$ cat config.mk
export PLATFORM = sky130hd
export DESIGN_NAME = hartnn_wb_top
export DESIGN_NICKNAME = d
export VERILOG_FILES = /design/src/hw/hartnn_pkg.sv /design/src/hw/argmax.sv /design/src/hw/feature_bank.sv /design/src/hw/hartnn.sv /design/src/hw/hartnn_ctrl.sv /design/src/hw/hartnn_wb_top.sv
export SDC_FILE = /design/constraint.sdc
export NUM_CORES = 1
export LEC_CHECK = 0
export ABC_AREA = 1
export ABC_CLOCK_PERIOD_IN_PS = 40800
export BUFFER_PORTS_ARGS = -buffer_cell sky130_fd_sc_hd__buf_2
export CORE_ASPECT_RATIO = 1.75
export CORE_MARGIN = 1.5
export CORE_UTILIZATION = 50
export CTS_CLUSTER_SIZE = 16
export DETAILED_ROUTE_END_ITERATION = 10
export PLACE_DENSITY = 0.64
export REMOVE_ABC_BUFFERS = 1
export SYNTH_ARGS = -nofsm -noshare
export SYNTH_HDL_FRONTEND = slang
export SYNTH_SLANG_ARGS = --single-unit
$ cat constraint.sdc
create_clock -name clk -period 40.8 [get_ports clk]
set_clock_uncertainty 0.1 [all_clocks]
set_input_delay 10.2 -clock clk [delete_from_list [all_inputs] [get_ports clk]]
set_output_delay 10.2 -clock clk [all_outputs]
set_load 0.005 [all_outputs]
$ cat src/hw/hartnn_pkg.sv
package hartnn_pkg;

    // network sizes, the fixed weights in hartnn only fit these values
    localparam int N_FEAT  = 12;
    localparam int FEAT_W  = 4;
    localparam int N_HID   = 40;
    localparam int N_CLASS = 6;
    localparam int CLASS_W = $clog2(N_CLASS);

    // wishbone classic slave, word addressed
    localparam int WB_DW = 32;
    localparam int WB_AW = 3;

    typedef enum logic [2:0] {
        REG_FEAT_LO = 3'd0,  // features 0 to 7, feature k in bits 4k+3:4k
        REG_FEAT_HI = 3'd1,  // features 8 to 11 in the low half
        REG_CTRL    = 3'd2,  // bit 0 starts a classification
        REG_STATUS  = 3'd3,  // bit 0 busy, bit 1 done
        REG_RESULT  = 3'd4   // class index of the last sample
    } reg_addr_e;

    // one sample at a time, busy covers ST_SNAP and ST_LATCH
    typedef enum logic [1:0] {
        ST_IDLE,
        ST_SNAP,
        ST_LATCH
    } ctrl_state_e;

endpackage

$ cat src/hw/argmax.sv
`timescale 1ns/1ps

module argmax #(
    parameter int N = hartnn_pkg::N_CLASS,
    parameter int I = hartnn_pkg::CLASS_W,
    parameter int K = $clog2(hartnn_pkg::N_HID + 1)
) (
    input  logic [N*K-1:0] inx,
    output logic [I-1:0]   outimax
);

    logic [K-1:0] best;

    // score 0 sits in the low slice of inx
    always_comb begin
        best    = inx[K-1:0];
        outimax = '0;
        for (int j = 1; j < N; j++) begin
            // strictly greater, so an equal score later on never wins
            if (inx[j*K +: K] > best) begin
                best    = inx[j*K +: K];
                outimax = I'(j);
            end
        end
    end

endmodule

$ cat src/hw/feature_bank.sv
`timescale 1ns/1ps

module feature_bank #(
    parameter int N = hartnn_pkg::N_FEAT,
    parameter int B = hartnn_pkg::FEAT_W
) (
    input  logic                         clk,
    input  logic                         arst_n,
    input  logic                         we_lo,
    input  logic                         we_hi,
    input  logic [hartnn_pkg::WB_DW-1:0] wdata,
    input  logic                         snap,
    output logic [N*B-1:0]               feat_vec
);

    import hartnn_pkg::*;

    localparam int PER_WORD = WB_DW / B;  // nibbles held by one bus word

    logic [N*B-1:0] bank;  // live features, already in network slot order

    for (genvar k = 0; k < N; k++) begin : g_feat
        localparam int WORD = k / PER_WORD;
        localparam int LANE = k % PER_WORD;

        logic       we;
        logic [B-1:0] nib_q;

        assign we = (WORD == 0) ? we_lo : we_hi;

        always_ff @(posedge clk or negedge arst_n) begin
            if (!arst_n) begin
                nib_q <= '0;
            end else if (we) begin
                nib_q <= wdata[LANE*B +: B];
            end
        end

        // the network numbers its inputs from the top slot down
        assign bank[(N-1-k)*B +: B] = nib_q;
    end

    always_ff @(posedge clk or negedge arst_n) begin
        if (!arst_n) begin
            feat_vec <= '0;
        end else if (snap) begin
            feat_vec <= bank;  // frozen until the next start
        end
    end

endmodule

$ cat src/hw/hartnn.sv
`timescale 1ns/1ps

module hartnn #(
    parameter int N  = hartnn_pkg::N_FEAT,
    parameter int B  = hartnn_pkg::FEAT_W,
    parameter int M  = hartnn_pkg::N_HID,
    parameter int C  = hartnn_pkg::N_CLASS,
    parameter int Ts = 5  // training threshold, carried in the parameter list only
) (
    input  logic [N*B-1:0]                 inp,
    output logic [hartnn_pkg::CLASS_W-1:0] klass
);

    import hartnn_pkg::*;

    localparam int SUM_W   = $clog2(N + 1) + B;  // room for N full-scale features
    localparam int SCORE_W = $clog2(M + 1);
    localparam int TIE_LO  = 2;
    localparam int TIE_HI  = 5;

    // per neuron {positive set, negative set}, bit k of each set is feature k
    localparam logic [2*N-1:0] HID_W [M] = '{
        24'hD42_299, 24'h32A_084,
        24'h000_000, 24'h00C_A31,
        24'h1C8_E00, 24'h000_000,
        24'hA0C_102, 24'h946_2B9,
        24'h020_40E, 24'hA23_4CC,
        24'h308_036, 24'h08C_C00,
        24'hAF0_001, 24'h483_A28,
        24'h4C5_008, 24'h00A_C21,
        24'h109_E00, 24'h101_A42,
        24'hA28_101, 24'hD61_08E,
        24'hB10_402, 24'h0C0_208,
        24'h420_390, 24'hC84_211,
        24'hAC8_102, 24'h25A_885,
        24'h444_09A, 24'h20A_050,
        24'h0A0_B01, 24'h059_886,
        24'h109_206, 24'h10B_0F0,
        24'h006_E38, 24'h0D2_82D,
        24'hC92_049, 24'h612_941,
        24'h00A_431, 24'h0C0_225,
        24'h110_801, 24'h489_B10
    };

    // hidden bits counted by each class
    localparam logic [M-1:0] OUT_USE [C] = '{
        40'h15_5753_6440,
        40'h1E_A155_5C60,
        40'h03_0F66_2443,
        40'h45_A127_0813,
        40'h49_A204_5930,
        40'hC9_2C86_2809
    };

    // hidden bits that vote when they are low
    localparam logic [M-1:0] OUT_INV [C] = '{
        40'h11_5441_4000,
        40'h1A_A041_0820,
        40'h02_0460_2001,
        40'h40_2004_0802,
        40'h48_A204_0010,
        40'h48_2084_0000
    };

    logic [B-1:0]         feat [N];
    logic [M-1:0]         hid;
    logic [C*SCORE_W-1:0] scores;

    for (genvar k = 0; k < N; k++) begin : g_unpack
        assign feat[k] = inp[(N-1-k)*B +: B];
    end

    for (genvar h = 0; h < M; h++) begin : g_hid
        if (h == TIE_LO) begin : g_tie_lo
            assign hid[h] = 1'b0;
        end else if (h == TIE_HI) begin : g_tie_hi
            assign hid[h] = 1'b1;
        end else begin : g_neuron
            logic [SUM_W-1:0] pos_sum;
            logic [SUM_W-1:0] neg_sum;

            always_comb begin
                pos_sum = '0;
                neg_sum = '0;
                for (int k = 0; k < N; k++) begin
                    if (HID_W[h][N + k]) pos_sum = pos_sum + SUM_W'(feat[k]);
                    if (HID_W[h][k]) neg_sum = neg_sum + SUM_W'(feat[k]);
                end
            end

            assign hid[h] = (pos_sum >= neg_sum);  // fires on a tie too
        end
    end

    for (genvar c = 0; c < C; c++) begin : g_out
        logic [M-1:0]       votes;
        logic [SCORE_W-1:0] cnt;

        assign votes = (hid ^ OUT_INV[c]) & OUT_USE[c];

        always_comb begin
            cnt = '0;
            for (int h = 0; h < M; h++) begin
                cnt = cnt + SCORE_W'(votes[h]);
            end
        end

        assign scores[c*SCORE_W +: SCORE_W] = cnt;
    end

    argmax #(
        .N(C),
        .I(CLASS_W),
        .K(SCORE_W)
    ) u_argmax (
        .inx    (scores),
        .outimax(klass)
    );

endmodule

$ cat src/hw/hartnn_ctrl.sv
`timescale 1ns/1ps

module hartnn_ctrl (
    input  logic                           clk,
    input  logic                           arst_n,
    input  logic                           wb_cyc,
    input  logic                           wb_stb,
    input  logic                           wb_we,
    input  logic [hartnn_pkg::WB_AW-1:0]   wb_adr,
    input  logic [hartnn_pkg::WB_DW-1:0]   wb_dat_w,
    output logic [hartnn_pkg::WB_DW-1:0]   wb_dat_r,
    output logic                           wb_ack,
    output logic                           feat_we_lo,
    output logic                           feat_we_hi,
    output logic [hartnn_pkg::WB_DW-1:0]   feat_wdata,
    output logic                           snap,
    input  logic [hartnn_pkg::CLASS_W-1:0] klass
);

    import hartnn_pkg::*;

    ctrl_state_e        state;
    reg_addr_e          adr_e;
    logic               req;
    logic               stall;
    logic               accept;
    logic               wr;
    logic               start;
    logic               busy;
    logic               done_q;
    logic [CLASS_W-1:0] result_q;

    assign adr_e = reg_addr_e'(wb_adr);
    assign req   = wb_cyc & wb_stb & ~wb_ack;  // new access, not the one being acked

    // a result read waits while the snapshot is loading
    // from ST_LATCH on it is acked the cycle after and sees the fresh result
    assign stall  = ~wb_we & (adr_e == REG_RESULT) & (state == ST_SNAP);
    assign accept = req & ~stall;
    assign wr     = accept & wb_we;

    assign feat_we_lo = wr & (adr_e == REG_FEAT_LO);
    assign feat_we_hi = wr & (adr_e == REG_FEAT_HI);
    assign feat_wdata = wb_dat_w;
    assign start      = wr & (adr_e == REG_CTRL) & wb_dat_w[0];

    assign busy = (state != ST_IDLE);
    assign snap = (state == ST_SNAP);

    always_ff @(posedge clk or negedge arst_n) begin
        if (!arst_n) begin
            wb_ack   <= 1'b0;
            state    <= ST_IDLE;
            done_q   <= 1'b0;
            result_q <= '0;
        end else begin
            wb_ack <= accept;
            case (state)
                ST_IDLE: begin
                    if (start) begin
                        state  <= ST_SNAP;
                        done_q <= 1'b0;
                    end
                end
                ST_SNAP: begin
                    state <= ST_LATCH;  // network settles on the new snapshot
                end
                ST_LATCH: begin
                    result_q <= klass;
                    done_q   <= 1'b1;
                    state    <= ST_IDLE;
                end
                default: begin
                    state <= ST_IDLE;
                end
            endcase
        end
    end

    // read data only has to be right while ack is high
    always_comb begin
        wb_dat_r = '0;
        case (adr_e)
            REG_STATUS: wb_dat_r[1:0] = {done_q, busy};
            REG_RESULT: wb_dat_r[CLASS_W-1:0] = result_q;
            default:    wb_dat_r = '0;  // features and control read as zero
        endcase
    end

    a_ack_single : assert property (@(posedge clk) disable iff (!arst_n)
        wb_ack |=> !wb_ack)
        else $error("wb_ack held for more than one cycle");

    a_ack_in_cycle : assert property (@(posedge clk) disable iff (!arst_n)
        wb_ack |-> wb_cyc && wb_stb)
        else $error("wb_ack outside of a bus cycle");

    // ST_SNAP is the ack cycle of the start that was accepted just before
    a_snap_start : assert property (@(posedge clk) disable iff (!arst_n)
        snap |-> wb_ack && $past(start))
        else $error("snap without an accepted start");

endmodule

$ cat src/hw/hartnn_wb_top.sv
`timescale 1ns/1ps

module hartnn_wb_top #(
    parameter int N = hartnn_pkg::N_FEAT,
    parameter int B = hartnn_pkg::FEAT_W,
    parameter int M = hartnn_pkg::N_HID,
    parameter int C = hartnn_pkg::N_CLASS
) (
    input  logic                         clk,
    input  logic                         arst_n,
    input  logic                         wb_cyc,
    input  logic                         wb_stb,
    input  logic                         wb_we,
    input  logic [hartnn_pkg::WB_AW-1:0] wb_adr,
    input  logic [hartnn_pkg::WB_DW-1:0] wb_dat_w,
    output logic [hartnn_pkg::WB_DW-1:0] wb_dat_r,
    output logic                         wb_ack
);

    import hartnn_pkg::*;

    logic               feat_we_lo;
    logic               feat_we_hi;
    logic [WB_DW-1:0]   feat_wdata;
    logic               snap;
    logic [N*B-1:0]     feat_vec;
    logic [CLASS_W-1:0] klass;

    hartnn_ctrl u_ctrl (
        .clk       (clk),
        .arst_n    (arst_n),
        .wb_cyc    (wb_cyc),
        .wb_stb    (wb_stb),
        .wb_we     (wb_we),
        .wb_adr    (wb_adr),
        .wb_dat_w  (wb_dat_w),
        .wb_dat_r  (wb_dat_r),
        .wb_ack    (wb_ack),
        .feat_we_lo(feat_we_lo),
        .feat_we_hi(feat_we_hi),
        .feat_wdata(feat_wdata),
        .snap      (snap),
        .klass     (klass)
    );

    feature_bank #(
        .N(N),
        .B(B)
    ) u_bank (
        .clk     (clk),
        .arst_n  (arst_n),
        .we_lo   (feat_we_lo),
        .we_hi   (feat_we_hi),
        .wdata   (feat_wdata),
        .snap    (snap),
        .feat_vec(feat_vec)
    );

    hartnn #(
        .N(N),
        .B(B),
        .M(M),
        .C(C)
    ) u_net (
        .inp  (feat_vec),
        .klass(klass)
    );

endmodule

# Word level (Yosys, flattened, before mapping)
# Cells that the tools add are included.
[word_totals]
register_bits = 103
elab_cells = 296
output_inout_bits = 33
inputBits = 40
[classes]
n_addsub = 195
n_lt_le_gt_ge = 38
eq_ne = 7
bitwise_logic = 19
n_reduce_logical = 5
muxes = 15
[ops]
columns = ["operator", "count"]
rows = [
  ["$add 8x4->8", 78],
  ["$add 6x1->6", 77],
  ["$ge 8x8->1", 29],
  ["$add 4x4->5", 30],
  ["$gt 6x6->1", 5],
  ["$add 5x4->6", 4],
  ["$mux 6", 4],
  ["$ge 8x4->1", 2],
  ["$mux 3", 4],
  ["$add 1x1->2", 5],
  ["$and 1x1->1", 10],
  ["$not 5->5", 2],
  ["$not 9->9", 1],
  ["$ge 4x8->1", 1],
  ["$ge 8x5->1", 1],
  ["$not 8->8", 1],
  ["$pmux 2 s2", 2],
  ["$not 7->7", 1],
  ["$eq 3x2->1 const B", 2],
  ["$not 6->6", 1],
  ["$reduce_bool 2->1", 2],
  ["$eq 3x1->1 const B", 1],
  ["$eq 3x3->1 const B", 1],
  ["$logic_not 3->1", 1],
  ["other kinds (10)", 14],
]

# Logic depth before layout (Yosys ltp)
# Gate-level depths: netlist (run 1).
[logic_depth]
ltp_word = 32
depth_mapped = 81
ltp_nobuf = 81

# Hierarchy
# A second synthesis (run 1) with hierarchy kept.
[hier_totals]
hier_cells = 3091
area_unflattened_um2 = 25217.9
[modules_own_cells]
columns = ["module", "instances", "area_per_inst_um2", "seq_area_each_um2", "cells_each"]
rows = [
  ["hartnn", 1, 19331.0, 0.0, 2358],
  ["feature_bank", 1, 3614.7, 2402.3, 407],
  ["argmax", 1, 1438.9, 0.0, 219],
  ["hartnn_ctrl", 1, 833.3, 175.2, 107],
]

# Worst setup path before layout (run 1)
# OpenSTA, ideal clock, no wires.
[synth_timing]
path_kind = "input port to output port"
start = "in wb_adr[1] (netlist bit)"
end = "out wb_dat_r[0] (netlist bit)"
cell_stages = 4
required_ns = 30.500
n_path_buf = 0
arrival_time_ns = 10.557
path_slack_ns = 19.943
cell_sequence = "inv_1 -> nor2_1 -> nand2_1 -> o21ai_0"
[synth_between]
elab_chain_len = 2
word_cells_on_any_way = 3
cone_classes = "2 x eq/ne; 1 x mux"
[synth_lines]
columns = ["element", "line", "rtl"]
rows = [
  ["from (decl)", "hartnn_wb_top.sv:14", "input logic [hartnn_pkg::WB_AW-1:0] wb_adr,"],
  ["$eq 3x3->1 or $eq 3x2->1 (tied branches)", "hartnn_ctrl.sv:83", "case (adr_e)"],
  ["$pmux 2 s2 (*)", "hartnn_ctrl.sv:83", ""],
  ["to (decl)", "hartnn_wb_top.sv:16", "output logic [hartnn_pkg::WB_DW-1:0] wb_dat_r,"],
]
# Mark *: on every way between the ends. The rest lies on a longest branch, timed or not.

# Worst setup path after layout (run 1)
# Same ends and word-level chain as after synthesis.

==> impl_metrics.csv, run 1 <==
group,metric,value,unit
outcome,status,"finished, final reports clean",
floorplanning,initial_core_util,0.505,
synthesis,avgSynthCellArea,8.28,sq um
timing,fin_hold_ws,0.384,ns
synthesis,synthTopCellsByArea,"ha_1 28%, fa_1 20%, inv_1 11%, dfrtp_1 10%, nand2_1 6.2%",
detailed_routing,drc,0,
synthesis,synth_edf_count,0,
grt,grt_pass1_wl,122,mm
grt,grt_max_degree,70,
worst_hold_path,hp-class,"register to register",
floorplanning,io-pin-count,73,
cts,cts.sinks,103,
worst_setup_path,worstPathArrival,10.84,ns
detailed_routing,drtIter0Drc,1056,
layout,multi_input_area,19900,sq um
detailed_routing,dr.pass1.iters,5,
layout,final_nets,4030,
place,dp_worst_setup_slack,19.67,ns
cts,cts_max_path_buffers,2,
timing,fin_crit,21.14,ns
place,io_buffers,43,
cts,cts_tree,"done",
synthesis,yosysWarnings,0,
layout,num-fill-cells,4803,
worst_setup_path,crit_chain,"buf_2 -> inv_1 -> nor2_1 -> nand2_1 -> o21ai_0 -> buf_2",
timing,worst_slew_pin_slew,1.10,ns
place,dp_cells,3822,
worst_hold_path,hp-start,"u_bank.g_feat[1].nib_q[3]",
synthesis,synthArstFlopShare,1.00,
detailed_routing,wl,79.9,mm
synthesis,synth_top_area_cell,"ha_1",
cts,clk-insertion-delay-late,0.38,ns
timing,fin_tns_setup,0,ns
synthesis,yosysUniqueCellTypes,45,
timing,fin_crit_sh,0.518,
cts,postCtsSetupRepairBufs,0,
cts,htreeDepth,3,
grt,grt_overflow,0,
detailed_routing,ant_nets,0,
synthesis,synth_area,25400,sq um
worst_setup_path,critPathLaunchType,"primary input",
synthesis,ys_seq_area_frac,0.101,
cts,clockRootBuffer,"clkbuf_16",
timing,hold_viol,0,
cts,clk_pin_slew_worst_paths,0.07,ns
floorplanning,core.rowCount,109,
place,place.gp.congestion,0.952,
timing,relSlewSlack,0.261,
place,hpwl,65.2,mm
timing,rsz0062_at_grt,"no",
cts,cts_buffers,9,
run,cap_violations,0,
layout,final_cells,3838,
detailed_routing,wl_per_cell,20.8,um
worst_setup_path,critPathKind,"primary input to output port",
layout,final_layout_size_suffix_gt1_frac,0.0501,
worst_setup_path,required,30.50,ns
timing,max_freq,47.3,MHz
floorplanning,fp.dieW,173,um
cts,cts_resized,0,
worst_setup_path,rr_startpoint,"u_bank.feat_vec[29]",
timing,setup_viol,0,
worst_setup_path,cpPeakStageDelay,0.14,ns
worst_setup_path,path_max_fanout,4,
synthesis,syn_inst,3071,
layout,area.growth.synth_to_final,6.31,%
detailed_routing,vias,21000,
cts,postCtsHoldBufs,0,
worst_setup_path,crit_slowest_cell,"buf_2",
synthesis,synthFlopType,"dfrtp_1",
timing,slew_violations,0,
timing,setup_slack,19.66,ns
worst_setup_path,path_common_cell,"buf_2",
floorplanning,fp.coreArea,50300,sq um
grt,grt_pass1_vias,22200,
grt,grt_usage,0.313,
layout,diodes,0,
detailed_routing,viasPerCell,5.48,
layout,regArea,2580,sq um
floorplanning,die_h,301,um
floorplanning,die_area,52300,sq um
worst_setup_path,crit_start,"wb_adr[1]",
synthesis,synth.top_cell.area_share,0.282,
worst_setup_path,cp-end-kind,"output port",
synthesis,synth.ff_latch_count,103,
grt,antenna_found_initial,1,
-- state kept, by name (all words and copies together) (netlist names) --
register             cells
u_ctrl.wb_ack            1
u_ctrl.done_q            1
u_ctrl.result_q          3
u_bank.feat_vec         48
u_bank.g_feat.nib_q     48
u_ctrl.state             2
-- layout make-up --
type,instances,area share
Clock buffer,9,0.00833
Clock inverter,7,0.00292
Inverter,720,0.100
Multi-Input combinational cell,2228,0.737
Sequential cell,103,0.0953
Tap cell,666,0.0308
Timing Repair Buffer,105,0.0253
-- cells by family (layout without fill, tap and decap cells) --
group                    after synthesis  in the layout  synth area share
AO/OA/AOI/OAI                        469            469             0.106
buffers and inverters                768            841             0.119
XOR/XNOR                             209            209            0.0720
other                                  1             29          0.000147
flip-flops                           103            103             0.101
multiplexers                          16             16           0.00945
AND/OR/NAND/NOR                      682            682             0.114
adder cells (fa/ha/maj)              823            823             0.478
-- synthesized netlist by cell type, drive strengths merged, types with 3 or more instances --
| library cell | count |
|---|---|
| a211oi | 14 |
| a21boi | 28 |
| a21o | 11 |
| a21oi | 183 |
| a31oi | 14 |
| and2 | 9 |
| and3 | 6 |
| buf | 35 |
| clkbuf | 13 |
| dfrtp | 103 |
| fa | 249 |
| ha | 574 |
| inv | 720 |
| mux2 | 16 |
| nand2 | 424 |
| nand3 | 149 |
| nand3b | 7 |
| nand4 | 13 |
| nor2 | 62 |
| nor3 | 7 |
| o211ai | 9 |
| o21a | 35 |
| o21ai | 159 |
| o21bai | 14 |
| or2 | 3 |
| xnor2 | 82 |
| xor2 | 127 |
-- per-layer routing --
layer,GRT usage,wire (um),part of all wire,vias to the layer above
met2,0.579,40600,0.51,617
met1,0.307,27300,0.34,10100
met5,0,12,0.00015,-
met3,0.0465,4180,0.052,327
met4,0.262,7830,0.098,2
li1,-,-,-,9966
-- worst max-delay path, delay by kind of cell --
family          cells  cell delay, ns
compound gates      1            0.13
simple gates        2            0.20
buf+inv             3            0.31
-- layout by cell type (no fill, tap or decap), types with 3 or more instances in the layout --
cell type / instances
a211oi_1: 14
a21boi_0: 28
a21o_1: 11
a21oi_1: 183
a31oi_1: 14
and2_1: 8
and3_1: 6
buf_2: 42
buf_4: 63
clkbuf_16: 9
conb_1: 29
dfrtp_1: 103
fa_1: 249
ha_1: 574
inv_1: 719
mux2_4: 16
nand2_1: 423
nand3_1: 148
nand3b_1: 7
nand4_1: 12
nor2_1: 61
nor3_1: 5
o211ai_1: 8
o21a_1: 35
o21ai_0: 142
o21ai_1: 7
o21ai_2: 10
o21bai_1: 14
or2_2: 3
xnor2_1: 82
xor2_1: 127
-- worst paths after layout --
check,endpoint,slack (ns),cells after the start
min in group asynchronous,u_bank.g_feat[2].nib_q[1],9.71,1
max in group asynchronous,u_bank.g_feat[6].nib_q[1],29.66,2
setup reg to reg,u_ctrl.result_q[1],25.91,76
hold / removal,u_bank.feat_vec[43],0.38,2
setup / recovery,wb_dat_r[0],19.66,6
hold reg to reg,u_bank.feat_vec[43],0.38,2
-- per-stage QoR --
| stage | instance area [sq um] | utilization |
|---|---|---|
| floorplan | 25200 | - |
| global placement | 26700 | 0.531 |
| detailed placement | 26700 | 0.531 |
| CTS | 27000 | 0.537 |
| global route | 27000 | 0.537 |
| finish | 27000 | 0.537 |
Power of run 1 is not shown: default switching activity piles up to over one toggle a cycle in this logic, so the estimate is an artifact.
==> run 2, diff against run 1 <==
--- a/config.mk
+++ b/config.mk
@@ -6,7 +6,7 @@
 export NUM_CORES = 1
 export LEC_CHECK = 0
 export ABC_AREA = 1
-export ABC_CLOCK_PERIOD_IN_PS = 40800
+export ABC_CLOCK_PERIOD_IN_PS = 21800
 export BUFFER_PORTS_ARGS = -buffer_cell sky130_fd_sc_hd__buf_2
 export CORE_ASPECT_RATIO = 1.75
 export CORE_MARGIN = 1.5
==> constraint.sdc (replaced) <==
create_clock -name clk -period 21.8 [get_ports clk]
set_clock_uncertainty 0.1 [all_clocks]
set_input_delay 5.45 -clock clk [delete_from_list [all_inputs] [get_ports clk]]
set_output_delay 5.45 -clock clk [all_outputs]
set_load 0.005 [all_outputs]
==> impl_metrics.csv, run 2 (synthesis gave the netlist of run 1 again) <==
group,metric,value,unit
timing,setup_viol,0,
cts,htreeDepth,3,
worst_setup_path,crit_end,"u_ctrl.result_q[1]",
timing,rsz0062_at_grt,"no",
cts,cts_buffers,9,
worst_setup_path,reg2regPathDepth,71,
detailed_routing,vias,21000,
floorplanning,core.rowCount,109,
cts,postCtsSetupRepairBufs,0,
worst_setup_path,crit_start,"u_bank.feat_vec[33]",
floorplanning,die_h,301,um
cts,clockRootBuffer,"clkbuf_16",
layout,mostFrequentLayoutCells,"719 x inv_1, 574 x ha_1, 423 x nand2_1, 249 x fa_1, 183 x a21oi_1",
timing,fin_tns_setup,0,ns
layout,area.growth.synth_to_final,6.13,%
layout,final_common_cell,"inv_1",
layout,final_layout_size_suffix_gt1_frac,0.0480,
detailed_routing,wl,82.0,mm
worst_setup_path,worstPathArrival,14.78,ns
detailed_routing,dr.pass1.iters,5,
worst_setup_path,rr_endpoint,"u_ctrl.result_q[1]",
worst_setup_path,critPathLaunchType,"register",
worst_setup_path,required,21.99,ns
layout,top_regs,"u_bank.feat_vec: 48 flops, u_bank.g_feat.nib_q: 48 flops, u_ctrl.result_q: 3 flops",
grt,grt_pass1_vias,22300,
grt,grt_overflow,0,
cts,cts_tree,"done",
worst_setup_path,cp-end-kind,"register",
detailed_routing,wl_per_cell,21.4,um
worst_setup_path,path_common_cell,"nand2_1",
worst_setup_path,rrSetupSlack,7.21,ns
floorplanning,initial_core_util,0.505,
floorplanning,die_area,52300,sq um
detailed_routing,drtIter0Drc,1115,
detailed_routing,drc,0,
timing,max_freq,68.6,MHz
worst_hold_path,whs_path_depth,2,
floorplanning,io-pin-count,73,
place,io_buffers,43,
outcome,status,"finished, final reports clean",
worst_setup_path,rr_startpoint,"u_bank.feat_vec[33]",
floorplanning,fp.coreArea,50300,sq um
layout,num-fill-cells,4787,
cts,clk_pin_slew_worst_paths,0.09,ns
cts,cts_resized,0,
detailed_routing,ant_nets,0,
run,cap_violations,0,
place,place.gp.congestion,0.957,
worst_setup_path,crit_slowest_cell,"dfrtp_1",
timing,worst_slew_pin_slew,1.15,ns
worst_hold_path,hp-class,"register to register",
floorplanning,fp.dieW,173,um
grt,grt_pass1_wl,125,mm
timing,relSlewSlack,0.227,
worst_setup_path,cpPeakStageDelay,1.00,ns
cts,cts_max_path_buffers,2,
grt,grt_usage,0.323,
timing,fin_crit,14.59,ns
layout,diodes,0,
timing,slew_violations,0,
timing,hold_viol,0,
detailed_routing,viasPerCell,5.47,
cts,cts.sinks,103,
cts,clk-insertion-delay-late,0.39,ns
worst_setup_path,path_max_fanout,16,
worst_setup_path,critPathKind,"register to register",
layout,final_nets,4023,
place,hpwl,66.7,mm
timing,fin_crit_sh,0.669,
cts,postCtsHoldBufs,0,
grt,grt_max_degree,72,
grt,antenna_found_initial,0,
## run 2: area by class of cell
| class | instances | area, sq um | area share |
|---|---|---|---|
| Clock buffer | 9 | 225 | 0.00834 |
| Clock inverter | 7 | 86.3 | 0.00320 |
| Inverter | 720 | 2700 | 0.100 |
| Multi-Input combinational cell | 2228 | 19900 | 0.739 |
| Sequential cell | 103 | 2580 | 0.0955 |
| Tap cell | 666 | 833 | 0.0309 |
| Timing Repair Buffer | 98 | 631 | 0.0234 |
## run 2: critical path: cells and delay by family (launching register included)
| kind | cells | cell delay, ns |
|---|---|---|
| AOI/OAI and AO/OA | 13 | 2.36 |
| xor gates and xnor gates | 2 | 0.52 |
| adders and majority gates | 15 | 5.93 |
| buffers and inverters | 11 | 1.23 |
| DFF | 1 | 1.00 |
| and+or+nand+nor | 30 | 3.28 |
## run 2: worst min path at each step
stage | start | endpoint | slack, ns
6_report | u_bank.g_feat[2].nib_q[3] | u_bank.feat_vec[39] | 0.37
2_1_floorplan | u_bank.g_feat[4].nib_q[0] | u_bank.feat_vec[28] | 0.34
4_1_cts | u_bank.g_feat[2].nib_q[3] | u_bank.feat_vec[39] | 0.38
3_5_place_dp | u_bank.g_feat[2].nib_q[3] | u_bank.feat_vec[39] | 0.36
5_1_grt | u_bank.g_feat[2].nib_q[2] | u_bank.feat_vec[38] | 0.41
3_3_place_gp | u_bank.g_feat[2].nib_q[3] | u_bank.feat_vec[39] | 0.35
## run 2: per-stage QoR
step	util	setup slack, ns	std cells	hold WS, ns	area, sq um
after floorplan	-	8.86	3051	0.342	25200
after global placement	0.530	7.65	3815	0.352	26700
after detailed placement	0.530	7.26	3815	0.356	26700
after CTS	0.536	7.28	3831	0.379	27000
after global routing	0.536	6.10	3831	0.411	27000
final	0.536	7.21	3831	0.373	27000
## run 2: layer usage
layer  up-vias  global-route usage  part of all wire
met5         -                   0                 0
li1       9952                   -                 -
met4         0               0.307              0.11
met3       335              0.0427             0.045
met1     10100               0.325              0.35
met2       577               0.573              0.49
Power of run 2 is left out for the same reason.
==> run 3, diff against run 2 <==
--- a/config.mk
+++ b/config.mk
@@ -6,7 +6,7 @@
 export NUM_CORES = 1
 export LEC_CHECK = 0
 export ABC_AREA = 1
-export ABC_CLOCK_PERIOD_IN_PS = 21800
+export ABC_CLOCK_PERIOD_IN_PS = 14100
 export BUFFER_PORTS_ARGS = -buffer_cell sky130_fd_sc_hd__buf_2
 export CORE_ASPECT_RATIO = 1.75
 export CORE_MARGIN = 1.5
==> constraint.sdc (replaced) <==
create_clock -name clk -period 14.1 [get_ports clk]
set_clock_uncertainty 0.1 [all_clocks]
set_input_delay 3.525 -clock clk [delete_from_list [all_inputs] [get_ports clk]]
set_output_delay 3.525 -clock clk [all_outputs]
set_load 0.005 [all_outputs]
==> impl_metrics.csv, run 3 (synthesis gave the netlist of run 1 again) <==
group,metric,value,unit
worst_setup_path,rr_endpoint,"u_ctrl.result_q[1]",
worst_setup_path,critPathLaunchType,"register",
detailed_routing,ant_nets,0,
timing,fin_crit_sh,0.943,
layout,fin_area,27400,sq um
grt,grt_max_degree,70,
timing,max_freq,75.2,MHz
worst_setup_path,rrSetupSlack,0.81,ns
worst_setup_path,reg2regPathDepth,70,
layout,diodes,0,
worst_hold_path,hp-start,"u_bank.g_feat[7].nib_q[2]",
detailed_routing,vias,21400,
timing,fin_crit,13.29,ns
run,cap_violations,0,
layout,area.growth.synth_to_final,7.70,%
place,hpwl,71.3,mm
worst_hold_path,whs_path_depth,2,
worst_hold_path,hold_path_end,"u_bank.feat_vec[18]",
cts,cts_buffers,9,
floorplanning,die_h,301,um
floorplanning,fp.coreArea,50300,sq um
detailed_routing,wl,85.0,mm
layout,mostFrequentLayoutCells,"717 x inv_1, 573 x ha_1, 422 x nand2_1, 248 x fa_1, 183 x a21oi_1",
cts,clk_pin_slew_worst_paths,0.10,ns
grt,grt_pass1_vias,22300,
detailed_routing,wl_per_cell,22.0,um
grt,grt_pass1_wl,128,mm
floorplanning,fp.dieW,173,um
layout,final_layout_size_suffix_gt1_frac,0.0643,
timing,worst_slew_pin_slew,1.05,ns
worst_setup_path,crit_buf_inv,13,
floorplanning,core.rowCount,109,
worst_setup_path,rr_startpoint,"u_bank.feat_vec[29]",
detailed_routing,dr.pass1.iters,5,
cts,cts.sinks,103,
layout,final_common_cell,"inv_1",
detailed_routing,drc,0,
worst_setup_path,worstPathArrival,13.53,ns
grt,grt_usage,0.333,
outcome,status,"finished, final reports clean",
layout,post-route-util,0.544,
place,place_area,26900,sq um
place,dp_cells,3845,
worst_setup_path,critPathKind,"register to register",
grt,antenna_found_initial,1,
worst_setup_path,cpPeakStageDelay,0.54,ns
detailed_routing,drtIter0Drc,1085,
layout,final_nets,4064,
floorplanning,initial_core_util,0.505,
place,place.gp.congestion,0.989,
cts,clockRootBuffer,"clkbuf_16",
worst_setup_path,cp-end-kind,"register",
layout,top_regs,"u_bank.feat_vec: 48 flops, u_bank.g_feat.nib_q: 48 flops, u_ctrl.result_q: 3 flops",
worst_setup_path,required,14.34,ns
cts,postCtsHoldBufs,0,
layout,final_cells,3872,
floorplanning,io-pin-count,73,
timing,setup_viol,0,
worst_setup_path,crit_slowest_cell,"fa_1",
worst_setup_path,path_max_fanout,11,
timing,hold_viol,0,
cts,cts_tree,"done",
cts,clk-insertion-delay-late,0.40,ns
cts,cts_max_path_buffers,2,
detailed_routing,viasPerCell,5.52,
grt,grt_overflow,0,
timing,relSlewSlack,0.299,
floorplanning,die_area,52300,sq um
worst_setup_path,critPathTopFamily,"adder cells",
worst_setup_path,path_common_cell,"nand2_1",
cts,htreeDepth,3,
place,io_buffers,43,
timing,slew_violations,0,
worst_hold_path,hp-class,"register to register",
==> run 3: cell type report <==
class	instances	area, sq um
fill	4713	22900
sequential	103	2580
multi-input combinational	2229	20000
timing repair buffer	138	947
tap	666	833
clock buffer	9	225
clock inverter	7	86.3
inverter	720	2710
==> run 3: tightest hold or removal path, cell delays in order, from the launching register on <==
cell and delay (ns):
dfrtp_1 0.35, nand2_1 0.05, o21ai_0 0.06
==> run 3: repair_timing <==
action	in CTS	in global routing
buffers inserted	0	10
endpoints found under the setup margin	0	3
gates resized for setup	0	15
==> run 3: worst max path at each step <==
stage                        startpoint                 end  slack [ns]  depth (start not counted)
floorplan           u_bank.feat_vec[21]  u_ctrl.result_q[2]        1.16                         74
global placement    u_bank.feat_vec[42]  u_ctrl.result_q[1]        0.42                         73
detailed placement  u_bank.feat_vec[42]  u_ctrl.result_q[1]        0.19                         73
CTS                 u_bank.feat_vec[42]  u_ctrl.result_q[1]        0.16                         73
global route        u_bank.feat_vec[29]  u_ctrl.result_q[1]       -0.04                         76
finish              u_bank.feat_vec[29]  u_ctrl.result_q[1]        0.81                         70
==> run 3: per-layer routing <==
| layer | track usage | up-vias | wire length, um | share of wire |
|---|---|---|---|---|
| met5 | 0 | - | 14 | 0.00016 |
| met4 | 0.321 | 2 | 10000 | 0.12 |
| met3 | 0.0532 | 343 | 4600 | 0.054 |
| met2 | 0.595 | 685 | 41700 | 0.49 |
| met1 | 0.326 | 10300 | 28700 | 0.34 |
| li1 | - | 10000 | - | - |
==> run 3: through the flow <==
stage | hold WS, ns | TNS, ns | setup slack, ns
after detailed placement | 0.363 | 0 | 0.193
after floorplan | 0.342 | 0 | 1.16
final | 0.378 | 0 | 0.808
after global routing | 0.409 | -0.0623 | -0.0430
after CTS | 0.380 | 0 | 0.161
after global placement | 0.356 | 0 | 0.423
Power of run 3 is left out for the same reason.
